===== src/hw/spiMemory_settings.svh =====
//------------------------------
// Build-time sizes for the SPI slave memory
// Include wherever a width or depth is needed
//------------------------------

`ifndef SPI_MEMORY_SETTINGS_SVH
`define SPI_MEMORY_SETTINGS_SVH

// Input conditioner
`define SPI_DEBOUNCE_WAIT 3   // Stable cycles before output follows
`define SPI_DEBOUNCE_BITS 2   // Must hold SPI_DEBOUNCE_WAIT - 1

// Memory geometry
`define SPI_ADDRESS_BITS  7   // Command byte carries 7 address bits
`define SPI_MEMORY_DEPTH  128 // 2**SPI_ADDRESS_BITS words

`endif

===== src/hw/spiMemoryPkg.sv =====
//------------------------------
// Shared types for the SPI slave memory
// Import with spiMemoryPkg::* in the module header
//------------------------------

`include "spiMemory_settings.svh"

package spiMemoryPkg;

    // One byte on the wire or in memory
    typedef logic [7:0] dataByte_t;

    // Command byte, MSB first on mosi
    typedef struct packed {
        logic [`SPI_ADDRESS_BITS-1:0] address;  // Target word
        logic                         readNotWrite; // 1 = read
    } commandByte_t;

    // Shift register contents, command after byte 1 and data after byte 2
    typedef union packed {
        commandByte_t command;
        dataByte_t    data;
    } shiftWord_t;

    // Transaction FSM
    typedef enum logic [2:0] {
        idle, getCommand, decide, readLoad,
        readShift, writeReceive, writeStore, finish
    } controlState_t;

endpackage


===== src/hw/spiMemory.sv =====
//------------------------------
// SPI slave memory top, pins in and miso out
// misoEnable marks when the slave drives miso
//------------------------------

`timescale 1ns/1ps
`include "spiMemory_settings.svh"

module spiMemory
    import spiMemoryPkg::*;
(
    input  logic trigger,
    input  logic reset,
    input  logic sclk,        // SPI clock from master
    input  logic chipSelect,  // Active low select
    input  logic mosi,
    output logic miso,
    output logic misoEnable
);

    logic sclkRising, sclkFalling;
    logic chipSelectLevel, chipSelectRising;
    logic mosiLevel;
    logic shiftEnable, memLoad, memWrite, addressLatch, misoUpdate;
    logic serialOut;
    shiftWord_t shiftWord;
    dataByte_t  readData;
    logic [`SPI_ADDRESS_BITS-1:0] address;  // Latched from command

    // Pin conditioning ----------------
    inputConditioner sclkCond_i (
        .trigger(trigger), .reset(reset), .resetValue(1'b0), .pin(sclk),
        .conditioned(), .risingEdge(sclkRising), .fallingEdge(sclkFalling)
    );
    inputConditioner chipSelectCond_i (
        .trigger(trigger), .reset(reset), .resetValue(1'b1), .pin(chipSelect),
        .conditioned(chipSelectLevel), .risingEdge(chipSelectRising), .fallingEdge()
    );
    inputConditioner mosiCond_i (
        .trigger(trigger), .reset(reset), .resetValue(1'b0), .pin(mosi),
        .conditioned(mosiLevel), .risingEdge(), .fallingEdge()
    );

    // Datapath ----------------
    shiftRegister shift_i (
        .trigger(trigger), .reset(reset), .shiftEnable(shiftEnable),
        .loadEnable(memLoad), .serialIn(mosiLevel), .parallelIn(readData),
        .parallelOut(shiftWord), .serialOut(serialOut)
    );

    spiControl control_i (
        .trigger(trigger), .reset(reset), .sclkRising(sclkRising),
        .sclkFalling(sclkFalling), .chipSelectLow(!chipSelectLevel),
        .chipSelectRising(chipSelectRising), .command(shiftWord.command),
        .shiftEnable(shiftEnable), .memLoad(memLoad), .memWrite(memWrite),
        .addressLatch(addressLatch), .misoEnable(misoEnable), .misoUpdate(misoUpdate)
    );

    dataMemory memory_i (
        .trigger(trigger), .reset(reset), .writeEnable(memWrite), .address(address),
        .writeData(shiftWord.data), .readData(readData)
    );

    always_ff @(posedge trigger) begin
        if (addressLatch) address <= shiftWord.command.address;  // Held for whole transaction
    end

    // Miso changes on falling sclk, master samples on rising
    always_ff @(posedge trigger) begin
        if (reset) begin
            miso <= 1'b0;
        end else if (misoUpdate) begin
            miso <= serialOut;
        end
    end

endmodule


===== src/hw/dataMemory.sv =====
//------------------------------
// 128 x 8 memory, clocked write and combinational read
// All words clear on reset
//------------------------------

`timescale 1ns/1ps
`include "spiMemory_settings.svh"

module dataMemory
    import spiMemoryPkg::*;
(
    input  logic                         trigger,
    input  logic                         reset,
    input  logic                         writeEnable,
    input  logic [`SPI_ADDRESS_BITS-1:0] address,
    input  dataByte_t                    writeData,
    output dataByte_t                    readData
);

    dataByte_t memory [`SPI_MEMORY_DEPTH];

    always_ff @(posedge trigger) begin
        if (reset) begin
            for (int i = 0; i < `SPI_MEMORY_DEPTH; i++) begin
                memory[i] <= '0;  // Unwritten words read as zero
            end
        end else if (writeEnable) begin
            memory[address] <= writeData;
        end
    end

    assign readData = memory[address];  // Ready by the load cycle

    // Latched address must be settled before any store
    assert property (@(posedge trigger) disable iff (reset) writeEnable |-> !$isunknown(address));

endmodule


===== src/hw/spiControl.sv =====
//------------------------------
// Transaction FSM, one command byte then one data byte
// Drives shift, load, address latch, memory write and miso strobes
//------------------------------

`timescale 1ns/1ps

module spiControl
    import spiMemoryPkg::*;
(
    input  logic         trigger,
    input  logic         reset,
    input  logic         sclkRising,       // Conditioned sclk edges
    input  logic         sclkFalling,
    input  logic         chipSelectLow,    // Selected level
    input  logic         chipSelectRising, // End or abort
    input  commandByte_t command,          // Command view of shift word
    output logic         shiftEnable,
    output logic         memLoad,
    output logic         memWrite,
    output logic         addressLatch,
    output logic         misoEnable,       // Slave owns miso
    output logic         misoUpdate        // Miso register takes serialOut
);

    controlState_t state;
    controlState_t nextState;
    logic [2:0]    bitCount;  // Bits seen in current byte
    logic          lastBit;

    assign lastBit = (bitCount == 3'd7);

    // Next state ----------------
    always_comb begin
        nextState = state;
        if (chipSelectRising) begin
            nextState = idle;  // Deselect aborts anything
        end else begin
            case (state)
                idle:         if (chipSelectLow) nextState = getCommand;
                getCommand:   if (sclkRising && lastBit) nextState = decide;
                decide: begin
                    if (command.readNotWrite) begin
                        nextState = readLoad;
                    end else begin
                        nextState = writeReceive;
                    end
                end
                readLoad:     nextState = readShift;  // Byte now in shifter
                readShift:    if (sclkRising && lastBit) nextState = finish;
                writeReceive: if (sclkRising && lastBit) nextState = writeStore;
                writeStore:   nextState = finish;
                finish:       if (!chipSelectLow) nextState = idle;
                default:      nextState = idle;
            endcase
        end
    end

    // Strobes, decoded from state
    assign shiftEnable  = sclkRising && ((state == getCommand) || (state == readShift) ||
                                         (state == writeReceive));
    assign addressLatch = (state == decide);
    assign memLoad      = (state == readLoad);
    assign memWrite     = (state == writeStore) && !chipSelectRising;
    assign misoUpdate   = (state == readShift) && sclkFalling;

    // Registers ----------------
    always_ff @(posedge trigger) begin
        if (reset) begin
            state      <= idle;
            bitCount   <= '0;
            misoEnable <= 1'b0;
        end else begin
            state <= nextState;
            if (nextState == idle) begin
                bitCount <= '0;  // Abort leaves a partial count
            end else if (shiftEnable) begin
                bitCount <= bitCount + 1'b1;  // Wraps to 0 after a byte
            end
            // On from first falling edge, off on leaving readShift
            misoEnable <= (nextState == readShift) && (misoEnable || sclkFalling);
        end
    end

    // Checks ----------------
    assert property (@(posedge trigger) disable iff (reset) !(memWrite && memLoad));
    assert property (@(posedge trigger) disable iff (reset) misoEnable |-> state == readShift);

endmodule


===== src/hw/shiftRegister.sv =====
//------------------------------
// 8-bit shift register, serial in at the LSB and out at the MSB
// Parallel load wins over shift
//------------------------------

`timescale 1ns/1ps

module shiftRegister
    import spiMemoryPkg::*;
(
    input  logic       trigger,
    input  logic       reset,
    input  logic       shiftEnable,  // Take serialIn this cycle
    input  logic       loadEnable,   // Take parallelIn this cycle
    input  logic       serialIn,
    input  dataByte_t  parallelIn,
    output shiftWord_t parallelOut,  // Command or data view
    output logic       serialOut     // MSB, goes toward miso
);

    // Register ----------------
    always_ff @(posedge trigger) begin
        if (reset) begin
            parallelOut <= '0;
        end else if (loadEnable) begin
            parallelOut.data <= parallelIn;  // Memory byte for a read
        end else if (shiftEnable) begin
            // MSB first on the wire, so old bits move up
            parallelOut.data <= {parallelOut.data[6:0], serialIn};
        end
    end

    // Next bit to send is always the top one
    assign serialOut = parallelOut.data[7];

endmodule


===== src/hw/inputConditioner.sv =====
//------------------------------
// Synchronizer, debouncer and edge detector for one async pin
// resetValue sets the idle level the output starts from
//------------------------------

`timescale 1ns/1ps
`include "spiMemory_settings.svh"

module inputConditioner (
    input  logic trigger,
    input  logic reset,
    input  logic resetValue,   // Idle level of the pin
    input  logic pin,          // Raw async input
    output logic conditioned,  // Clean level
    output logic risingEdge,   // One-cycle pulse on 0 -> 1
    output logic fallingEdge   // One-cycle pulse on 1 -> 0
);

    // Counter value on the last stable cycle
    localparam logic [`SPI_DEBOUNCE_BITS-1:0] lastCount =
        `SPI_DEBOUNCE_BITS'(`SPI_DEBOUNCE_WAIT - 1);

    logic syncFirst;   // Metastability stage
    logic syncSecond;  // Safe to use
    logic [`SPI_DEBOUNCE_BITS-1:0] counter;

    always_ff @(posedge trigger) begin
        if (reset) begin
            syncFirst   <= resetValue;
            syncSecond  <= resetValue;
            conditioned <= resetValue;
            counter     <= '0;
            risingEdge  <= 1'b0;
            fallingEdge <= 1'b0;
        end else begin
            syncFirst   <= pin;
            syncSecond  <= syncFirst;
            risingEdge  <= 1'b0;  // Pulses by default
            fallingEdge <= 1'b0;
            if (syncSecond == conditioned) begin
                counter <= '0;  // Glitch gone, start over
            end else if (counter == lastCount) begin
                conditioned <= syncSecond;  // Held long enough
                counter     <= '0;
                risingEdge  <= syncSecond;
                fallingEdge <= ~syncSecond;
            end else begin
                counter <= counter + 1'b1;
            end
        end
    end

    // Edge pulses ----------------
    assert property (@(posedge trigger) disable iff (reset) !(risingEdge && fallingEdge));
    assert property (@(posedge trigger) disable iff (reset) risingEdge |=> !risingEdge);
    assert property (@(posedge trigger) disable iff (reset) fallingEdge |=> !fallingEdge);

endmodule


===== config.mk =====
export PLATFORM = sky130hd
export DESIGN_NAME = spiMemory
export DESIGN_NICKNAME = d
export VERILOG_FILES = /design/src/hw/spiMemoryPkg.sv /design/src/hw/spiMemory.sv /design/src/hw/dataMemory.sv /design/src/hw/spiControl.sv /design/src/hw/shiftRegister.sv /design/src/hw/inputConditioner.sv
export VERILOG_INCLUDE_DIRS = /design/src /design/src/hw
export SDC_FILE = /design/constraint.sdc
export NUM_CORES = 2
export LEC_CHECK = 0
export BUFFER_PORTS_ARGS = -buffer_cell sky130_fd_sc_hd__buf_4
export CAP_MARGIN = 15
export CORE_UTILIZATION = 54
export CTS_BUF_LIST = sky130_fd_sc_hd__clkbuf_16
export CTS_CLUSTER_SIZE = 28
export DETAILED_ROUTE_END_ITERATION = 10
export GPL_TIMING_DRIVEN = 0
export PLACE_DENSITY = 0.72
export SYNTH_ARGS = -nofsm -noshare
export SYNTH_HDL_FRONTEND = slang
export SYNTH_SLANG_ARGS = --single-unit

===== constraint.sdc =====
create_clock -name trigger -period 2.15 [get_ports trigger]
set_input_delay 0.1075 -clock trigger [delete_from_list [all_inputs] [get_ports trigger]]
set_output_delay 0.1075 -clock trigger [all_outputs]
set_load 0.02 [all_outputs]

## Word level (Yosys, flattened, before mapping)

Memories as Yosys holds them, arrays and structs flattened. A register that Yosys moved wholly into a read port is not among the register bits.
Cells that the tools add are included.

| operators by class | value |
|---|---|
| add/sub/neg operators | 4 |
| bitwise gates (word level) | 6 |
| reduce and logical (&&, ||, !) cells | 22 |
| multiplexer cells | 19 |
| eq/ne operators | 15 |

Operator list:

| kind | number |
|---|---|
| $mux 8 | 3 |
| $pmux 3 s8 | 1 |
| $mux 3 | 7 |
| $eq 3x3->1 const B | 6 |
| $reduce_or 3->1 | 5 |
| $mux 7 | 2 |
| $reduce_or 8->1 | 1 |
| $add 2x1->2 const B | 3 |
| $eq 2x2->1 const B | 3 |
| $eq 3x2->1 const B | 2 |
| $logic_not 3->1 | 2 |
| $mux 1 | 6 |
| $not 1->1 | 6 |
| $reduce_and 2->1 | 3 |
| $logic_and 1x1->1 | 5 |
| $add 3x1->3 const B | 1 |
| $eq 1x1->1 | 3 |
| $eq 3x1->1 const B | 1 |
| $logic_or 1x1->1 | 3 |
| $reduce_bool 2->1 | 1 |
| $reduce_or 2->1 | 1 |
| $logic_not 1->1 | 1 |

| storage, ports and cells | value |
|---|---|
| bits of input ports | 5 |
| memories kept | 1 |
| bits in registers | 41 |
| output and inout bits | 2 |
| memory bits (writable) | 1024 |

Memory list:

| name | depth | bits a word | rd ports | clocked after Yosys merged registers in | write ports | RTL line | source |
|---|---|---|---|---|---|---|---|
| memory_i.memory | 128 | 8 | 1 | 1 | 128 | dataMemory.sv:20 | `` dataByte_t memory [`SPI_MEMORY_DEPTH]; `` |

## Depth between registers and ports, before layout

| logic depth | value |
|---|---|
| depth after elaboration | 7 |
| mapped depth | 10 |
| depth with buffers taken out | 6 |

## Cells and area by module

A second synthesis with hierarchy kept.

| unflattened totals | value |
|---|---|
| cell total of the unflattened synthesis | 3926 |
| area, all modules | 50251.9 um^2 |

By module, submodules not included:

| module | sequential area each (um^2) | area an instance (um^2) | cells each | times used |
|---|---|---|---|---|
| dataMemory | 30749.5 | 48411.4 | 3749 | 1 |
| inputConditioner | 150.1 | 249.0 | 24 | 3 |
| spiControl | 140.1 | 461.7 | 56 | 1 |
| shiftRegister | 160.2 | 376.6 | 36 | 1 |
| spiMemory | 230.2 | 255.2 | 13 | 1 |

## Worst setup path after synthesis

No wires, ideal clock.

| timing | value |
|---|---|
| path kind | register to register |
| start | register chipSelectCond_i.risingEdge |
| end | memory memory_i.memory[126][0] (netlist name), enable pin |
| setup slack | -182 ps |
| stages on the path, launching flop included | 6 |
| buffers on the path | 1 |
| arrival | 1948 ps |
| data required time | 1766 ps |
| path through | dfxtp_1 > or2_1 > nor4_2 > nand3_1 > clkbuf_1 > o21ai_0 |

RTL lines:

| what | RTL line | source |
|---|---|---|
| start: declaration | inputConditioner.sv:15 | `output logic risingEdge,` |
| start signal: assignment | inputConditioner.sv:45 | `risingEdge <= syncSecond;` |
| end: declaration | dataMemory.sv:20 |  |

## Worst setup path in the final report

| timing | value |
|---|---|
| start | register control_i.state[1] |
| end | register shift_i.parallelOut[2] (netlist name) |

| between the ends | value |
|---|---|
| word-level cells in the longest chain between the ends | 5 |
| elaborated cells between the ends (all ways) | 9 |
| classes of those cells | eq/ne (4); mux (1); reduce/logical (4) |

RTL lines:

| what | RTL line | source |
|---|---|---|
| start: declaration | spiControl.sv:26 | `controlState_t state;` |
| start signal: assignment | spiControl.sv:70 | `state <= idle;` |
| start signal: assignment | spiControl.sv:74 | `state <= nextState;` |
| $eq 3x1->1 / $eq 3x3->1 (equally long branches) | spiControl.sv:60 | `assign shiftEnable = sclkRising && ((state == getCommand) \|\| (state == readShift) \|\|` |
| $logic_or 1x1->1 (2 in series) | spiControl.sv:60 |  |
| $logic_and 1x1->1 | spiControl.sv:60 |  |
| $reduce_bool 2->1 (no source line) | - |  |
| end: declaration | shiftRegister.sv:17 | `output shiftWord_t parallelOut,` |

Parallel ways exist; a longest one is shown, timed or not.
A chain may end at the register's enable or synchronous reset.

==> key figures <==
Outcome
  • Status: finished with violations
  • Failing checks: negative setup slack

Synthesis
  • Avg Inst Size Synth: 14.2 µm²
  • Post-synthesis mux area share: 12.0%
  • Number of synthesized flops with an enable pin: 1031
  • Synthesis Warnings: 0
  • Post-synthesis cell area: 49500 µm²
  • Post-Syn Nets: 3496
  • Post-synthesis xor/xnor area fraction: 0.0708%
  • Cell count after synthesis: around 3500
  • Seq/Total Area, Yosys: 64.2%
  • Post-synthesis compound-gate area fraction: under 10%
  • Largest family of logic cells by synthesized area: simple AND/OR/NAND/NOR gates
  • Fraction of registers with async set/reset: 0%
  • Synth Area in Adders: less than 1%
  • Yosys reg bits: 1072
  • Post-synth cell types: 69
  • Post-Synth Simple-Gate Area: roughly 17%
  • Ys flop type: edfxtp_1

Setup path
  • Setup CP Type: reg2reg
  • CP arrival: 3.23 ns
  • CP top delay family: simple AND/OR/NAND/NOR gates
  • CP max stage delay: 0.48 ns
  • Crit path required time: 2.74 ns
  • Slowest-stage cell, CP: nand4_1
  • Critical Path Fanout Max: 10
  • WP buf/inv: 2
  • Critical Path Sink Type: flop
  • Crit-path cells: clkbuf_2, nor4bb_4, buf_4, nand2_2, a31oi_2, nand4_1, o21ai_1, nor4_2
  • Kind of start point of the critical path: flop

Power
  • Pleak: 23.3 nW
  • VDD IR max: 0.627 mV
  • Logic pwr share: 4.1%
  • Internal: 0.0346 W
  • Switching pwr: 0.00979 W
  • Seq pwr share: 53.4%
  • Net Sw Frac: 22.1%
  • Power Density: 689 nW/µm²
  • Clock power share: 42.5%

Global route
  • First-pass GRT wire length: 268000 µm
  • Grt total ovfl: 0
  • GR Util All Layers: 42.5%
  • Largest net degree at the start of global routing: 15
  • Initial antenna violation count: 7
  • Vias in the first global route: 34169

Drt
  • WL per Instance: 38.9 µm
  • Via count: 36239
  • Drt pass-1 iters: 8
  • Post-DRT Antenna Nets: 0
  • Via/cell ratio: 6.86
  • DRC viols: 0
  • Routed WL: 205000 µm
  • Detailed Route Iter0 Violations: 6227

Floorplanning
  • Num rows: 110
  • Core area: 90400 µm²
  • Die Span X: 305 µm
  • Initial Util: 54.7%
  • I/O Pins: 7
  • Die area: roughly 93000 µm²
  • Die height: between 300 and 400 µm

Finish
  • Commonest non-fill, non-tap cell in the layout: edfxtp_1
  • Most frequent cells in the layout: edfxtp_1 (1031), and2_1 (1014), buf_4 (213)
  • FILL cells: 5525
  • Final instance area: 64400 µm²
  • Area grow syn2layout: 30.2%
  • Layout cells sized above 1: between 30% and 40%
  • Final net count: 4021

Placement
  • Port Buffer Count: 6
  • Final Wtd Congestion: 1.09
  • Dpl hpwl: about 130000 µm
  • Placement Setup Slack: -1.93 ns
  • DP Area: 51500 µm²

Hold path
  • Worst Hold Class: in2reg

STA
  • Post-layout worst setup margin: -0.485 ns
  • Tcrit/Tclk final: 123%
  • RSZ-0062 raised after global routing: yes
  • Final setup fails: 1162
  • Fin crit period: 2.63 ns
  • Tightest Pin Transition: 1.05 ns
  • Final Hold Viols: 0
  • Worst Clk Skew: between 0.04 and 0.05 ns
  • Max Slew Vio Count: 0
  • Fmax: 380 MHz
  • Slew margin rel.: 29.8%

Run
  • MaxCap Viol Count: 0

Clocking
  • H-Tree Depth: 3
  • CTS clk-pin slew, worst paths: 0.07 ns
  • CTS tree: done
  • Clock tree sinks: 1072
  • CTS Buffer Depth: 3
  • CTS Root Cell: clkbuf_16
  • Clock latency on the worst-skew pair: roughly 0.74 ns
  • Total CTS buffers: 110
==> flip-flops by register name (all words and copies together), names as in the netlist, 2 cells and up, named ones only <==
signal                    cells
memory_i.memory            1024
shift_i.parallelOut           8
mosiCond_i.counter            2
control_i.state               3
chipSelectCond_i.counter      2
address                       7
control_i.bitCount            3
sclkCond_i.counter            2
==> cell usage after synthesis, types with 7 or more instances <==
master | number | share of area, %
dfxtp_1 | 41 | 1.7
mux2_2 | 14 | 0.32
a31oi_1 | 14 | 0.18
clkbuf_1 | 190 | 1.4
and2_1 | 1027 | 13
nor3_1 | 28 | 0.28
nand4_1 | 12 | 0.15
buf_2 | 31 | 0.31
buf_1 | 7 | 0.053
edfxtp_1 | 1031 | 63
nor2_1 | 175 | 1.3
a21oi_1 | 32 | 0.32
buf_4 | 16 | 0.24
o22ai_1 | 44 | 0.56
buf_6 | 13 | 0.30
o21ai_0 | 146 | 1.5
a22oi_1 | 35 | 0.53
nor4_1 | 11 | 0.14
mux4_2 | 178 | 8.1
mux2i_1 | 156 | 3.2
nor2b_1 | 15 | 0.19
o221ai_1 | 18 | 0.32
nand3_1 | 47 | 0.48
nand2_1 | 101 | 0.77
inv_1 | 8 | 0.061
mux4_1 | 8 | 0.42
==> metrics by stage <==
stage          util, %   TNS, ns  power [W]  std cells  hold slack (ns)
3_5_place_dp      57.0  -2418.09     0.0251       4707            0.309
4_1_cts           68.0   -127.27     0.0437       5143           0.0111
2_1_floorplan        -    -33.94     0.0246       3486            0.185
6_report          71.3    -77.60     0.0444       5281           0.0335
5_1_grt           71.3    -92.43     0.0449       5278           0.0531
3_3_place_gp      56.4  -2772.35     0.0251       4668            0.318
==> metal layers <==
layer  vias up  track usage [%]  share of wire, %
met2      3486             60.8                42
met4         6             27.9               8.9
met1     17845             54.3                33
li1      13939                -                 -
met5         -            0.620             0.021
met3       963             15.7                16
==> worst register-to-register path: cells and delay by family, from the launching register on <==
kind,cells,cell delay (ns)
and+or+nand+nor,4,1.10
AOI/OAI and AO/OA,2,0.58
buffers and inverters,2,0.46
DFF,1,0.37
==> power by group through the flow <==
| stage | logic (W) | clock network (W) | registers, W |
|---|---|---|---|
| after floorplan | 0.000603 | 0 | 0.0240 |
| after global placement | 0.00100 | 0 | 0.0241 |
| after detailed placement | 0.00104 | 0 | 0.0241 |
| after CTS | 0.00154 | 0.0185 | 0.0237 |
| after global routing | 0.00183 | 0.0193 | 0.0237 |
| final | 0.00183 | 0.0189 | 0.0237 |
==> worst paths after layout <==
kind,startpoint,endpoint,slack (ns),cells after the start
hold / removal,reset,shift_i.parallelOut[6]$_SDFFE_PP0P_,0.03,6
setup reg to reg,control_i.state[1]$_SDFF_PP0_,shift_i.parallelOut[2]$_SDFFE_PP0P_,-0.48,8
hold reg to reg,sclkCond_i.counter[0]$_SDFF_PP0_,sclkCond_i.counter[0]$_SDFF_PP0_,0.41,1
setup / recovery,control_i.state[1]$_SDFF_PP0_,shift_i.parallelOut[2]$_SDFFE_PP0P_,-0.48,8
==> kinds of logic after synthesis <==
family | after synthesis
xor gates and xnor gates | 4
DFF | 1072
and+or+nand+nor | 1452
AOI/OAI and AO/OA | 323
buffers and inverters | 274
muxes | 356
adders and majority gates | 5
==> layout make-up <==
cell class                      instances  area [µm²]  area share (%)
Antenna cell                            3        7.51          0.0117
Buffer                                263        2810            4.36
Clock buffer                          110        2750            4.27
Clock inverter                         93         676            1.05
Inverter                               10        41.3          0.0641
Multi-Input combinational cell       2140       19700            30.6
Sequential cell                      1072       31800            49.3
Tap cell                             1176        1470            2.28
Timing Repair Buffer                  414        5180            8.04
==> what timing repair did <==
action / 4_1_cts / 5_1_grt
gates cloned: 6 / 3
endpoints found under the setup margin: 2056 / 2048
pin swaps: 125 / 109
setup buffers: 223 / 134
hold endpoints to repair: 17 / 0
hold buffers: 5 / 0
resized for setup: 948 / 373
Power figures use the tool's default switching activity.
